===== config.mk =====
export PLATFORM = sky130hd
export DESIGN_NAME = issueFrontEnd
export DESIGN_NICKNAME = d
export VERILOG_FILES = /design/src/hdl/pipePkg.sv /design/src/hdl/isaPkg.sv /design/src/hdl/issueFrontEnd.sv /design/src/hdl/hazardIssue.sv /design/src/hdl/instrQueue.sv /design/src/hdl/instrPredecode.sv
export SDC_FILE = /design/constraint.sdc
export NUM_CORES = 1
export LEC_CHECK = 0
export BUFFER_PORTS_ARGS = -buffer_cell sky130_fd_sc_hd__buf_2
export CAP_MARGIN = 20
export CELL_PAD_IN_SITES_DETAIL_PLACEMENT = 1
export CELL_PAD_IN_SITES_GLOBAL_PLACEMENT = 2
export CORE_MARGIN = 2
export CORE_UTILIZATION = 45
export CTS_BUF_LIST = sky130_fd_sc_hd__clkbuf_2 sky130_fd_sc_hd__clkbuf_4 sky130_fd_sc_hd__clkbuf_8
export CTS_CLUSTER_SIZE = 24
export DETAILED_ROUTE_END_ITERATION = 7
export HOLD_SLACK_MARGIN = 0.08
export MAX_ROUTING_LAYER = met4
export PLACE_DENSITY_LB_ADDON = 0.1
export SYNTH_ARGS = -nofsm -noshare
export SYNTH_HDL_FRONTEND = slang
export SYNTH_HIERARCHICAL = 1
export SYNTH_SLANG_ARGS = --single-unit

===== constraint.sdc =====
create_clock -name clk -period 9.49 [get_ports clk]
set_input_delay 2.3725 -clock clk [delete_from_list [all_inputs] [get_ports clk]]
set_output_delay 2.3725 -clock clk [all_outputs]
set_load 0.005 [all_outputs]

===== src/hdl/pipePkg.sv =====
package pipePkg;

    // number of stages behind issue (ID, EX, MEM, WB) whose writes are still
    // pending, so a dependent instruction waits until its producer leaves WB
    localparam int ShadowDepth = 4;

    // entries between predecode and issue when the top level does not choose
    localparam int DefaultQueueDepth = 4;

endpackage


===== src/hdl/isaPkg.sv =====
package isaPkg;

    // one instruction word as fetched
    localparam int InstrWidth = 16;

    typedef logic [InstrWidth-1:0] instrT;
    typedef logic [4:0]            opcodeT;
    typedef logic [2:0]            regIdxT;
    typedef logic [4:0]            immT;

    // operation classes, one per opcode group of the top three opcode bits
    typedef enum logic [2:0] {
        opAlu,
        opAluImm,
        opBranch,
        opLoad,
        opStore,
        opJump,
        opIdle
    } opClassE;

    // lowest bit of each field inside the instruction word
    localparam int OpcodeLsb = 11;
    localparam int RsLsb     = 8;
    localparam int RtLsb     = 5;
    localparam int ImmLsb    = 0;

    // register-register format puts Rd low, the immediate formats reuse the Rt slot
    localparam int RdAluLsb  = 2;
    localparam int RdImmLsb  = 5;

    // branches and jumps both cost one bubble behind them
    function automatic logic isControl(input opClassE opClass);
        return (opClass == opBranch) || (opClass == opJump);
    endfunction

    // a store is tracked by its base register and offset until it leaves WB
    function automatic logic isStore(input opClassE opClass);
        return opClass == opStore;
    endfunction

    function automatic logic isLoad(input opClassE opClass);
        return opClass == opLoad;
    endfunction

endpackage

===== src/hdl/issueFrontEnd.sv =====
`timescale 1ns/10ps

module issueFrontEnd #(
    parameter int QueueDepth = pipePkg::DefaultQueueDepth
) (
    input  logic          clk,
    input  logic          reset,
    input  logic          instrValid,
    input  isaPkg::instrT instr,
    output logic          instrReady,
    output logic          issueValid,
    output isaPkg::instrT issueInstr,
    output logic          issueBubble
);
    import isaPkg::*;

    // predecoder to queue
    logic    pushValid;
    instrT   pushInstr;
    opClassE pushClass;
    regIdxT  pushRs;
    regIdxT  pushRt;
    regIdxT  pushRd;
    logic    pushReadsRs;
    logic    pushReadsRt;
    logic    pushWritesRd;
    immT     pushImm;
    logic    creditReturn;

    // queue head to issue stage
    logic    headValid;
    instrT   headInstr;
    opClassE headClass;
    regIdxT  headRs;
    regIdxT  headRt;
    regIdxT  headRd;
    logic    headReadsRs;
    logic    headReadsRt;
    logic    headWritesRd;
    immT     headImm;
    logic    pop;

    instrPredecode #(
        .QueueDepth(QueueDepth)
    ) predecode (
        .clk         (clk),
        .reset       (reset),
        .instrValid  (instrValid),
        .instr       (instr),
        .instrReady  (instrReady),
        .creditReturn(creditReturn),
        .pushValid   (pushValid),
        .pushInstr   (pushInstr),
        .pushClass   (pushClass),
        .pushRs      (pushRs),
        .pushRt      (pushRt),
        .pushRd      (pushRd),
        .pushReadsRs (pushReadsRs),
        .pushReadsRt (pushReadsRt),
        .pushWritesRd(pushWritesRd),
        .pushImm     (pushImm)
    );

    instrQueue #(
        .QueueDepth(QueueDepth)
    ) queue (
        .clk         (clk),
        .reset       (reset),
        .pushValid   (pushValid),
        .pushInstr   (pushInstr),
        .pushClass   (pushClass),
        .pushRs      (pushRs),
        .pushRt      (pushRt),
        .pushRd      (pushRd),
        .pushReadsRs (pushReadsRs),
        .pushReadsRt (pushReadsRt),
        .pushWritesRd(pushWritesRd),
        .pushImm     (pushImm),
        .pop         (pop),
        .headValid   (headValid),
        .headInstr   (headInstr),
        .headClass   (headClass),
        .headRs      (headRs),
        .headRt      (headRt),
        .headRd      (headRd),
        .headReadsRs (headReadsRs),
        .headReadsRt (headReadsRt),
        .headWritesRd(headWritesRd),
        .headImm     (headImm),
        .creditReturn(creditReturn)
    );

    hazardIssue issue (
        .clk         (clk),
        .reset       (reset),
        .headValid   (headValid),
        .headInstr   (headInstr),
        .headClass   (headClass),
        .headRs      (headRs),
        .headRt      (headRt),
        .headRd      (headRd),
        .headReadsRs (headReadsRs),
        .headReadsRt (headReadsRt),
        .headWritesRd(headWritesRd),
        .headImm     (headImm),
        .pop         (pop),
        .issueValid  (issueValid),
        .issueInstr  (issueInstr),
        .issueBubble (issueBubble)
    );

endmodule


===== src/hdl/hazardIssue.sv =====
`timescale 1ns/10ps

module hazardIssue (
    input  logic            clk,
    input  logic            reset,
    input  logic            headValid,
    input  isaPkg::instrT   headInstr,
    input  isaPkg::opClassE headClass,
    input  isaPkg::regIdxT  headRs,
    input  isaPkg::regIdxT  headRt,
    input  isaPkg::regIdxT  headRd,
    input  logic            headReadsRs,
    input  logic            headReadsRt,
    input  logic            headWritesRd,
    input  isaPkg::immT     headImm,
    output logic            pop,
    output logic            issueValid,
    output isaPkg::instrT   issueInstr,
    output logic            issueBubble
);
    import isaPkg::*;
    import pipePkg::*;

    // slot 0 follows the instruction now in ID, the last slot the one in WB
    logic   slotWrites [ShadowDepth];
    regIdxT slotRd     [ShadowDepth];
    logic   slotStore  [ShadowDepth];
    regIdxT slotRs     [ShadowDepth];
    immT    slotImm    [ShadowDepth];

    logic ctrlBubble;
    logic regHazard;
    logic memHazard;
    logic hold;

    always_comb begin
        regHazard = 1'b0;
        memHazard = 1'b0;
        for (int i = 0; i < ShadowDepth; i++) begin
            if (slotWrites[i]) begin
                if (headReadsRs && (slotRd[i] == headRs)) begin
                    regHazard = 1'b1;
                end
                if (headReadsRt && (slotRd[i] == headRt)) begin
                    regHazard = 1'b1;
                end
            end
            // without the Rs value the best guess at an address is base plus offset
            if (slotStore[i] && isLoad(headClass)) begin
                if ((slotRs[i] == headRs) && (slotImm[i] == headImm)) begin
                    memHazard = 1'b1;
                end
            end
        end
    end

    assign hold = regHazard || memHazard || ctrlBubble;
    assign pop  = headValid && !hold;

    // a held or empty cycle shifts an empty slot into the shadow
    always_ff @(posedge clk) begin
        if (reset) begin
            for (int i = 0; i < ShadowDepth; i++) begin
                slotWrites[i] <= 1'b0;
                slotStore[i]  <= 1'b0;
            end
        end else begin
            slotWrites[0] <= pop && headWritesRd;
            slotStore[0]  <= pop && isStore(headClass);
            for (int i = 1; i < ShadowDepth; i++) begin
                slotWrites[i] <= slotWrites[i-1];
                slotStore[i]  <= slotStore[i-1];
            end
        end
    end

    always_ff @(posedge clk) begin
        slotRd[0]  <= headRd;
        slotRs[0]  <= headRs;
        slotImm[0] <= headImm;
        for (int i = 1; i < ShadowDepth; i++) begin
            slotRd[i]  <= slotRd[i-1];
            slotRs[i]  <= slotRs[i-1];
            slotImm[i] <= slotImm[i-1];
        end
    end

    // ctrlBubble lasts exactly one cycle since nothing issues while it is set
    always_ff @(posedge clk) begin
        if (reset) begin
            ctrlBubble  <= 1'b0;
            issueValid  <= 1'b0;
            issueBubble <= 1'b0;
        end else begin
            ctrlBubble  <= pop && isControl(headClass);
            issueValid  <= pop;
            issueBubble <= headValid && hold;
        end
    end

    always_ff @(posedge clk) begin
        if (pop) begin
            issueInstr <= headInstr;
        end
    end

endmodule


===== src/hdl/instrQueue.sv =====
`timescale 1ns/10ps

module instrQueue #(
    parameter int QueueDepth = pipePkg::DefaultQueueDepth
) (
    input  logic            clk,
    input  logic            reset,
    input  logic            pushValid,
    input  isaPkg::instrT   pushInstr,
    input  isaPkg::opClassE pushClass,
    input  isaPkg::regIdxT  pushRs,
    input  isaPkg::regIdxT  pushRt,
    input  isaPkg::regIdxT  pushRd,
    input  logic            pushReadsRs,
    input  logic            pushReadsRt,
    input  logic            pushWritesRd,
    input  isaPkg::immT     pushImm,
    input  logic            pop,
    output logic            headValid,
    output isaPkg::instrT   headInstr,
    output isaPkg::opClassE headClass,
    output isaPkg::regIdxT  headRs,
    output isaPkg::regIdxT  headRt,
    output isaPkg::regIdxT  headRd,
    output logic            headReadsRs,
    output logic            headReadsRt,
    output logic            headWritesRd,
    output isaPkg::immT     headImm,
    output logic            creditReturn
);
    import isaPkg::*;

    typedef logic [$clog2(QueueDepth)-1:0]     ptrT;
    typedef logic [$clog2(QueueDepth + 1)-1:0] countT;

    instrT   memInstr    [QueueDepth];
    opClassE memClass    [QueueDepth];
    regIdxT  memRs       [QueueDepth];
    regIdxT  memRt       [QueueDepth];
    regIdxT  memRd       [QueueDepth];
    logic    memReadsRs  [QueueDepth];
    logic    memReadsRt  [QueueDepth];
    logic    memWritesRd [QueueDepth];
    immT     memImm      [QueueDepth];

    ptrT   wrPtr;
    ptrT   rdPtr;
    countT count;

    // pointers wrap by compare so the depth need not be a power of two
    function automatic ptrT nextPtr(input ptrT ptr);
        return (ptr == ptrT'(QueueDepth - 1)) ? '0 : ptr + 1'b1;
    endfunction

    // the predecoder only pushes with a credit in hand, so a push always fits
    always_ff @(posedge clk) begin
        if (reset) begin
            wrPtr <= '0;
            rdPtr <= '0;
            count <= '0;
        end else begin
            if (pushValid) begin
                wrPtr <= nextPtr(wrPtr);
            end
            if (pop) begin
                rdPtr <= nextPtr(rdPtr);
            end
            count <= count + countT'(pushValid) - countT'(pop);
        end
    end

    always_ff @(posedge clk) begin
        if (pushValid) begin
            memInstr[wrPtr]    <= pushInstr;
            memClass[wrPtr]    <= pushClass;
            memRs[wrPtr]       <= pushRs;
            memRt[wrPtr]       <= pushRt;
            memRd[wrPtr]       <= pushRd;
            memReadsRs[wrPtr]  <= pushReadsRs;
            memReadsRt[wrPtr]  <= pushReadsRt;
            memWritesRd[wrPtr] <= pushWritesRd;
            memImm[wrPtr]      <= pushImm;
        end
    end

    assign headValid    = count != '0;
    assign headInstr    = memInstr[rdPtr];
    assign headClass    = memClass[rdPtr];
    assign headRs       = memRs[rdPtr];
    assign headRt       = memRt[rdPtr];
    assign headRd       = memRd[rdPtr];
    assign headReadsRs  = memReadsRs[rdPtr];
    assign headReadsRt  = memReadsRt[rdPtr];
    assign headWritesRd = memWritesRd[rdPtr];
    assign headImm      = memImm[rdPtr];

    // every freed entry goes straight back to the producer as a credit
    assign creditReturn = pop;

endmodule


===== src/hdl/instrPredecode.sv =====
`timescale 1ns/10ps

module instrPredecode #(
    parameter int QueueDepth = pipePkg::DefaultQueueDepth
) (
    input  logic            clk,
    input  logic            reset,
    input  logic            instrValid,
    input  isaPkg::instrT   instr,
    output logic            instrReady,
    input  logic            creditReturn,
    output logic            pushValid,
    output isaPkg::instrT   pushInstr,
    output isaPkg::opClassE pushClass,
    output isaPkg::regIdxT  pushRs,
    output isaPkg::regIdxT  pushRt,
    output isaPkg::regIdxT  pushRd,
    output logic            pushReadsRs,
    output logic            pushReadsRt,
    output logic            pushWritesRd,
    output isaPkg::immT     pushImm
);
    import isaPkg::*;

    typedef logic [$clog2(QueueDepth + 1)-1:0] creditT;

    creditT  credits;
    logic    accept;
    opcodeT  opcode;
    opClassE decClass;
    logic    decReadsRs;
    logic    decReadsRt;
    logic    decWritesRd;
    regIdxT  decRd;

    // a credit coming back this cycle can be spent right away
    assign instrReady = (credits != '0) || creditReturn;
    assign accept     = instrValid && instrReady;

    assign opcode = instr[OpcodeLsb +: $bits(opcodeT)];

    always_comb begin
        casez (opcode)
            5'b00???: decClass = opAlu;
            5'b010??: decClass = opAluImm;
            5'b011??: decClass = opBranch;
            5'b100??: decClass = opLoad;
            5'b101??: decClass = opStore;
            5'b110??: decClass = opIdle;
            default:  decClass = opJump;
        endcase
    end

    // operand usage per class, Rd position depends on the format
    always_comb begin
        decReadsRs  = 1'b0;
        decReadsRt  = 1'b0;
        decWritesRd = 1'b0;
        decRd       = instr[RdImmLsb +: $bits(regIdxT)];
        case (decClass)
            opAlu: begin
                decReadsRs  = 1'b1;
                decReadsRt  = 1'b1;
                decWritesRd = 1'b1;
                decRd       = instr[RdAluLsb +: $bits(regIdxT)];
            end
            opAluImm, opLoad: begin
                decReadsRs  = 1'b1;
                decWritesRd = 1'b1;
            end
            opBranch: begin
                decReadsRs = 1'b1;
            end
            opStore: begin
                decReadsRs = 1'b1;
                decReadsRt = 1'b1;
            end
            default: begin
                decWritesRd = 1'b0;
            end
        endcase
    end

    // one credit leaves with every accepted word and one returns per pop
    always_ff @(posedge clk) begin
        if (reset) begin
            credits   <= creditT'(QueueDepth);
            pushValid <= 1'b0;
        end else begin
            credits   <= credits - creditT'(accept) + creditT'(creditReturn);
            pushValid <= accept;
        end
    end

    always_ff @(posedge clk) begin
        if (accept) begin
            pushInstr    <= instr;
            pushClass    <= decClass;
            pushRs       <= instr[RsLsb +: $bits(regIdxT)];
            pushRt       <= instr[RtLsb +: $bits(regIdxT)];
            pushRd       <= decRd;
            pushReadsRs  <= decReadsRs;
            pushReadsRt  <= decReadsRt;
            pushWritesRd <= decWritesRd;
            pushImm      <= instr[ImmLsb +: $bits(immT)];
        end
    end

endmodule


After elaboration in Yosys (flattened, before gate mapping)
Memory sizes are Yosys's and may differ from the RTL's. A register that Yosys moved wholly into a read port is not among the register bits.
Cells that the tools add are included.
W data, S select, Z words.
{ "word_totals": {"register_bits": 50, "output_inout_bits": 19, "memories": 14, "wordCells": 166, "input_bits": 19, "ram_bits": 196} }
{ "mem_list": {"columns": ["memory", "words", "word_bits", "rd", "rd_ports_with_merged_regs", "wr", "line", "source"], "rows": [
  ["queue.memInstr", 4, 16, 1, 1, 1, "instrQueue.sv:36", "instrT memInstr [QueueDepth];"],
  ["issue.slotImm", 4, 5, 4, 0, 4, "hazardIssue.sv:29", "immT slotImm [ShadowDepth];"],
  ["queue.memImm", 4, 5, 1, 1, 1, "instrQueue.sv:44", "immT memImm [QueueDepth];"],
  ["issue.slotRd", 4, 3, 4, 0, 4, "hazardIssue.sv:26", "regIdxT slotRd [ShadowDepth];"],
  ["issue.slotRs", 4, 3, 4, 0, 4, "hazardIssue.sv:28", "regIdxT slotRs [ShadowDepth];"],
  ["queue.memClass", 4, 3, 1, 1, 1, "instrQueue.sv:37", "opClassE memClass [QueueDepth];"],
  ["8 more memories", null, null, null, null, null, null, null]
]} }
{ "classes": {"bitwise": 8, "n_eq_ne": 31, "mux": 56, "add_sub_neg": 6, "reduce_logical": 34} }
{ "op_table": {"columns": ["operator", "n"], "rows": [
  ["$eq A3 B3 Y1", 12],
  ["$mux W1", 36],
  ["$mux W2", 18],
  ["$logic_and A1 B1 Y1", 22],
  ["$eq A5 B5 Y1", 4],
  ["$eq A3 B2 Y1 const B", 6],
  ["$eq A3 B3 Y1 const B", 6],
  ["$pmux W3 S6", 1],
  ["$or A1 B1 Y1", 8],
  ["$add A3 B1 Y3", 2],
  ["$reduce_bool A3 Y1", 2],
  ["$sub A3 B1 Y3", 2],
  ["$reduce_or A5 Y1", 1],
  ["$add A2 B1 Y2 const B", 2],
  ["$eq A2 B2 Y1 const B", 2],
  ["$logic_or A1 B1 Y1", 4],
  ["$eq A3 B1 Y1 const B", 1],
  ["$logic_not A3 Y1", 1],
  ["$mux W3", 1],
  ["$reduce_or A3 Y1", 1],
  ["$logic_not A2 Y1", 1],
  ["$reduce_or A2 Y1", 1],
  ["$logic_not A1 Y1", 1]
]} }

Depth between registers and ports, before layout
{ "logic_depth": {"ltp_word": 22, "depth_mapped": 19, "depth_no_buf": 14} }

Hierarchy
Netlist, hierarchy kept.
{ "modules_own_cells": {"columns": ["module", "cells_per_inst", "area_each_um2", "n_inst", "seq_area_each_um2"], "rows": [
  ["instrQueue", 230, 5698.0, 1, 4504.3],
  ["hazardIssue", 190, 2463.6, 1, 1581.5],
  ["instrPredecode", 68, 1143.6, 1, 830.8]
]} }

Least setup slack after synthesis
Ideal clock, no wire load.
{ "synth_timing": {"kind": "register to output", "startpoint": "register with a tool-made name", "endpoint": "output port instrReady", "path_stages_with_launch": 13, "path_slack_ps": 2457, "t_required_ps": 7118, "arrival_ps": 4661, "n_path_buf": 5, "cell_sequence": "dfxtp_1 -> buf_6 -> buf_12 -> mux4_2 -> buf_6 -> xnor2_1 -> nand4_1 -> nor3_1 -> or4_1 -> buf_2 -> nor4_1 -> buf_4 -> or4_1"} }
{ "synth_rtl": {"columns": ["item", "line", "source"], "rows": [
  ["end: declaration", "issueFrontEnd.sv:10", "output logic instrReady,"]
]} }

==> summary.txt <==
Setup path
  • CP required: 7.12 ns
  • CP Launch Type: flip-flop
  • R2R depth: 16
  • Type of the worst setup path: flip-flop to primary output
  • CP Cell Sequence: buf_4 -> mux4_2 -> xnor2_1 -> nand4_1 -> nor3_1 -> or4_1 -> nor4_2 -> buf_4 -> or4_1 -> buf_2
  • Crit path capture type: primary output
  • Critical Path AT: 4.56 ns
  • Slowest CP cell: mux4_2
  • Critical path peak fanout: 23
  • Max stage delay on crit path: 0.75 ns

Synthesis
  • Mapped Area: 9305 um2
  • Post-synthesis sequential area ratio: 74.33%
  • Ys flop type: edfxtp_1
  • Post-synth EDFFs: 185
  • Mapped Avg Cell Area: 19.07 um2
  • Number of synthesized register bits: 253
  • Synth cell types: 42
  • Synthesized netlist cell count: 488
  • Mapped Nets: 518
  • Post-synth ARST share: 0%
  • Yosys warnings: 6

STA
  • Hold_ws: 0.3645 ns
  • Setup WS post-layout: 2.561 ns
  • Final Hold Fails: 0
  • Crit path time final: 6.929 ns
  • Final setup fails: 0
  • Rel. slew slack: 27.11%
  • RSZ-0062 raised after global routing: no
  • Setup TNS: 0 ns
  • Final period utilization: 73.01%
  • Clk_skew: 0.01757 ns
  • Least-Margin Pin Slew: 1.093 ns
  • Slew Viols, Final: 0
  • Max Clk Rate: 144.3 MHz

Final layout
  • Final instance count without filler cells: 839
  • Commonest non-fill, non-tap cells in the layout: edfxtp_1, dfxtp_1, xnor2_1, clkbuf_8, buf_2
  • Nets: 576
  • Cell area after layout: 10430 um2
  • Final Util: 51.53%
  • Fillers: 1841
  • Commonest non-fill, non-tap cell in the layout: edfxtp_1
  • Layout cells sized above 1: 26.01%
  • Diodes inserted: 0
  • Layout area overhead: 12.06%

Routing
  • Initial DRC count: 188
  • Met3 WL: 612 um
  • Via count: 4240
  • DR WL met2: 8350 um
  • Remaining DRCs: 0
  • 1st-pass router iterations: 4
  • Vias/cell: 5.054
  • Antenna-violating nets left: 0
  • Drt total wl: 16920 um
  • Drt wl/cell: 20.16 um
  • WL met1: 7590 um
  • Top sig layer: met4

Placement
  • I/O Buffers: 37
  • RePlAce Congestion: 0.7863
  • Cell Area, Placed: 9625 um2
  • Pre-CTS setup slack: 3.020 ns
  • Dpl hpwl: 9996 um
  • Total placed cells including tap cells: 770

Clock network
  • CTS Buffer Depth: 3
  • Setup repair bufs after CTS: 0
  • CTS buffer count: 42
  • Root cell of the clock tree: clkbuf_8
  • # H-tree levels: 2
  • Clock transition at the registers of the reported paths: 0.06 ns
  • Resized cells post-CTS: 0
  • CTS sink cnt: 253
  • Worst-Skew Late Latency: 0.53 ns
  • Hold-fix buffers, CTS: 0
  • CTS tree: yes

GRT
  • Overflow left after global routing: 0
  • Total GRT Usage: 16.74%
  • Pin count of the biggest net entering global routing: 37
  • Vias in the first global route: 4723
  • Antenna violations before repair: 0
  • Global-route wire length before repair: 26690 um

Floorplanning
  • Initial Util: 45.99%
  • FP Rows: 52
  • IO Pins: 38
  • Core area: 20230 um2
  • Die height: 147.8 um
  • Chip width: 147.8 um
  • DIE AREA: 21840 um2

Power and ir drop
  • Leak: 3.554 nW
  • Pwr Density: 306.8 nW/um2
  • Tot Pwr: 3.199 mW
  • Peak VDD IR: 0.1492 mV

Job
  • Total of max-cap violations: 0

Worst hold path
  • Hold Crit Depth: 0
  • Type of the most critical hold path: flip-flop to flip-flop

Status
  • Outcome: finished, final reports clean
final cells by class:
type	instances	area (um2)	share of cell area (%)
Timing Repair Buffer	43	255.2	2.448
Tap cell	270	337.8	3.240
Sequential cell	253	6918	66.34
Clock buffer	58	710.7	6.815
Inverter	14	52.55	0.5040
Clock inverter	9	51.30	0.4920
Multi-Input combinational cell	192	2102	20.16
power by group:
part / switching [mW] / internal (mW)
registers: 0.134 / 1.44
clock network: 0.396 / 0.479
logic: 0.382 / 0.371
total: 0.912 / 2.29
logic make-up (layout without fill, tap and decap cells):
| family | after synthesis | in the layout | share of synthesized area [%] |
|---|---|---|---|
| flops | 253 | 253 | 74.33 |
| simple gates | 68 | 68 | 4.357 |
| xor+xnor | 59 | 59 | 5.849 |
| mux | 43 | 43 | 9.762 |
| buf+inv | 43 | 124 | 3.200 |
| fa+ha+maj | 11 | 11 | 1.640 |
| compound gates | 11 | 11 | 0.8605 |
sequential cells by signal, indices dropped and copies added (netlist names), 2 cells and up, named ones only:
name	cells
issue/slotRs	12
predecode/pushInstr	16
queue/memWritesRd	4
queue/memClass	12
issue/issueInstr	16
queue/memInstr	64
predecode/pushClass	3
queue/wrPtr	2
queue/count	3
queue/memReadsRs	4
queue/memRd	12
predecode/pushRd	3
queue/memImm	20
queue/memReadsRt	4
queue/memRs	12
predecode/credits	3
issue/slotWrites	4
queue/rdPtr	2
queue/memRt	12
issue/slotStore	4
issue/slotRd	12
issue/slotImm	20
per-layer routing:
metal,GRT usage (%),vias up
li1,-,1950
met1,21.20,2179
met2,27.23,78
met3,3.519,33
met4,5.481,0
met5,-,-
Yosys cell counts (3+ instances only):
| cell | n | area (um2) |
|---|---|---|
| a21oi_1 | 3 | 15.01 |
| and2_1 | 4 | 25.02 |
| buf_12 | 3 | 60.06 |
| buf_2 | 7 | 35.03 |
| buf_4 | 12 | 90.09 |
| buf_6 | 4 | 45.04 |
| clkbuf_2 | 3 | 15.01 |
| dfxtp_1 | 68 | 1361 |
| edfxtp_1 | 185 | 5555 |
| ha_1 | 9 | 112.6 |
| inv_1 | 14 | 52.55 |
| mux2_2 | 4 | 45.04 |
| mux2i_1 | 3 | 30.03 |
| mux4_1 | 6 | 157.7 |
| mux4_2 | 30 | 675.7 |
| nand2_1 | 7 | 26.28 |
| nand2b_1 | 6 | 37.54 |
| nand4_1 | 13 | 81.33 |
| nor2_1 | 8 | 30.03 |
| nor2b_1 | 8 | 50.05 |
| nor3_1 | 5 | 25.02 |
| nor4_1 | 4 | 25.02 |
| or4_1 | 3 | 22.52 |
| xnor2_1 | 50 | 437.9 |
| xor2_1 | 7 | 61.31 |
worst max-delay path: cells and delay by family (launching register included):
family	cells	cell delay (ns)
xor+xnor	1	0.21
simple gates	5	1.30
mux	1	0.75
flops	1	0.70
buf+inv	3	1.04
path summary, 6_finish.rpt:
| kind | startpoint | end | slack (ns) |
|---|---|---|---|
| worst min-delay path | issue/slotImm[1][1] | issue/slotImm[2][1] | 0.36 |
| worst max register to register | flip-flop | predecode/credits[2] | 4.30 |
| worst min register to register | issue/slotImm[1][1] | issue/slotImm[2][1] | 0.36 |
| worst max-delay path | flip-flop | instrReady | 2.56 |
Note: power is estimated with default switching activity, not from simulation.
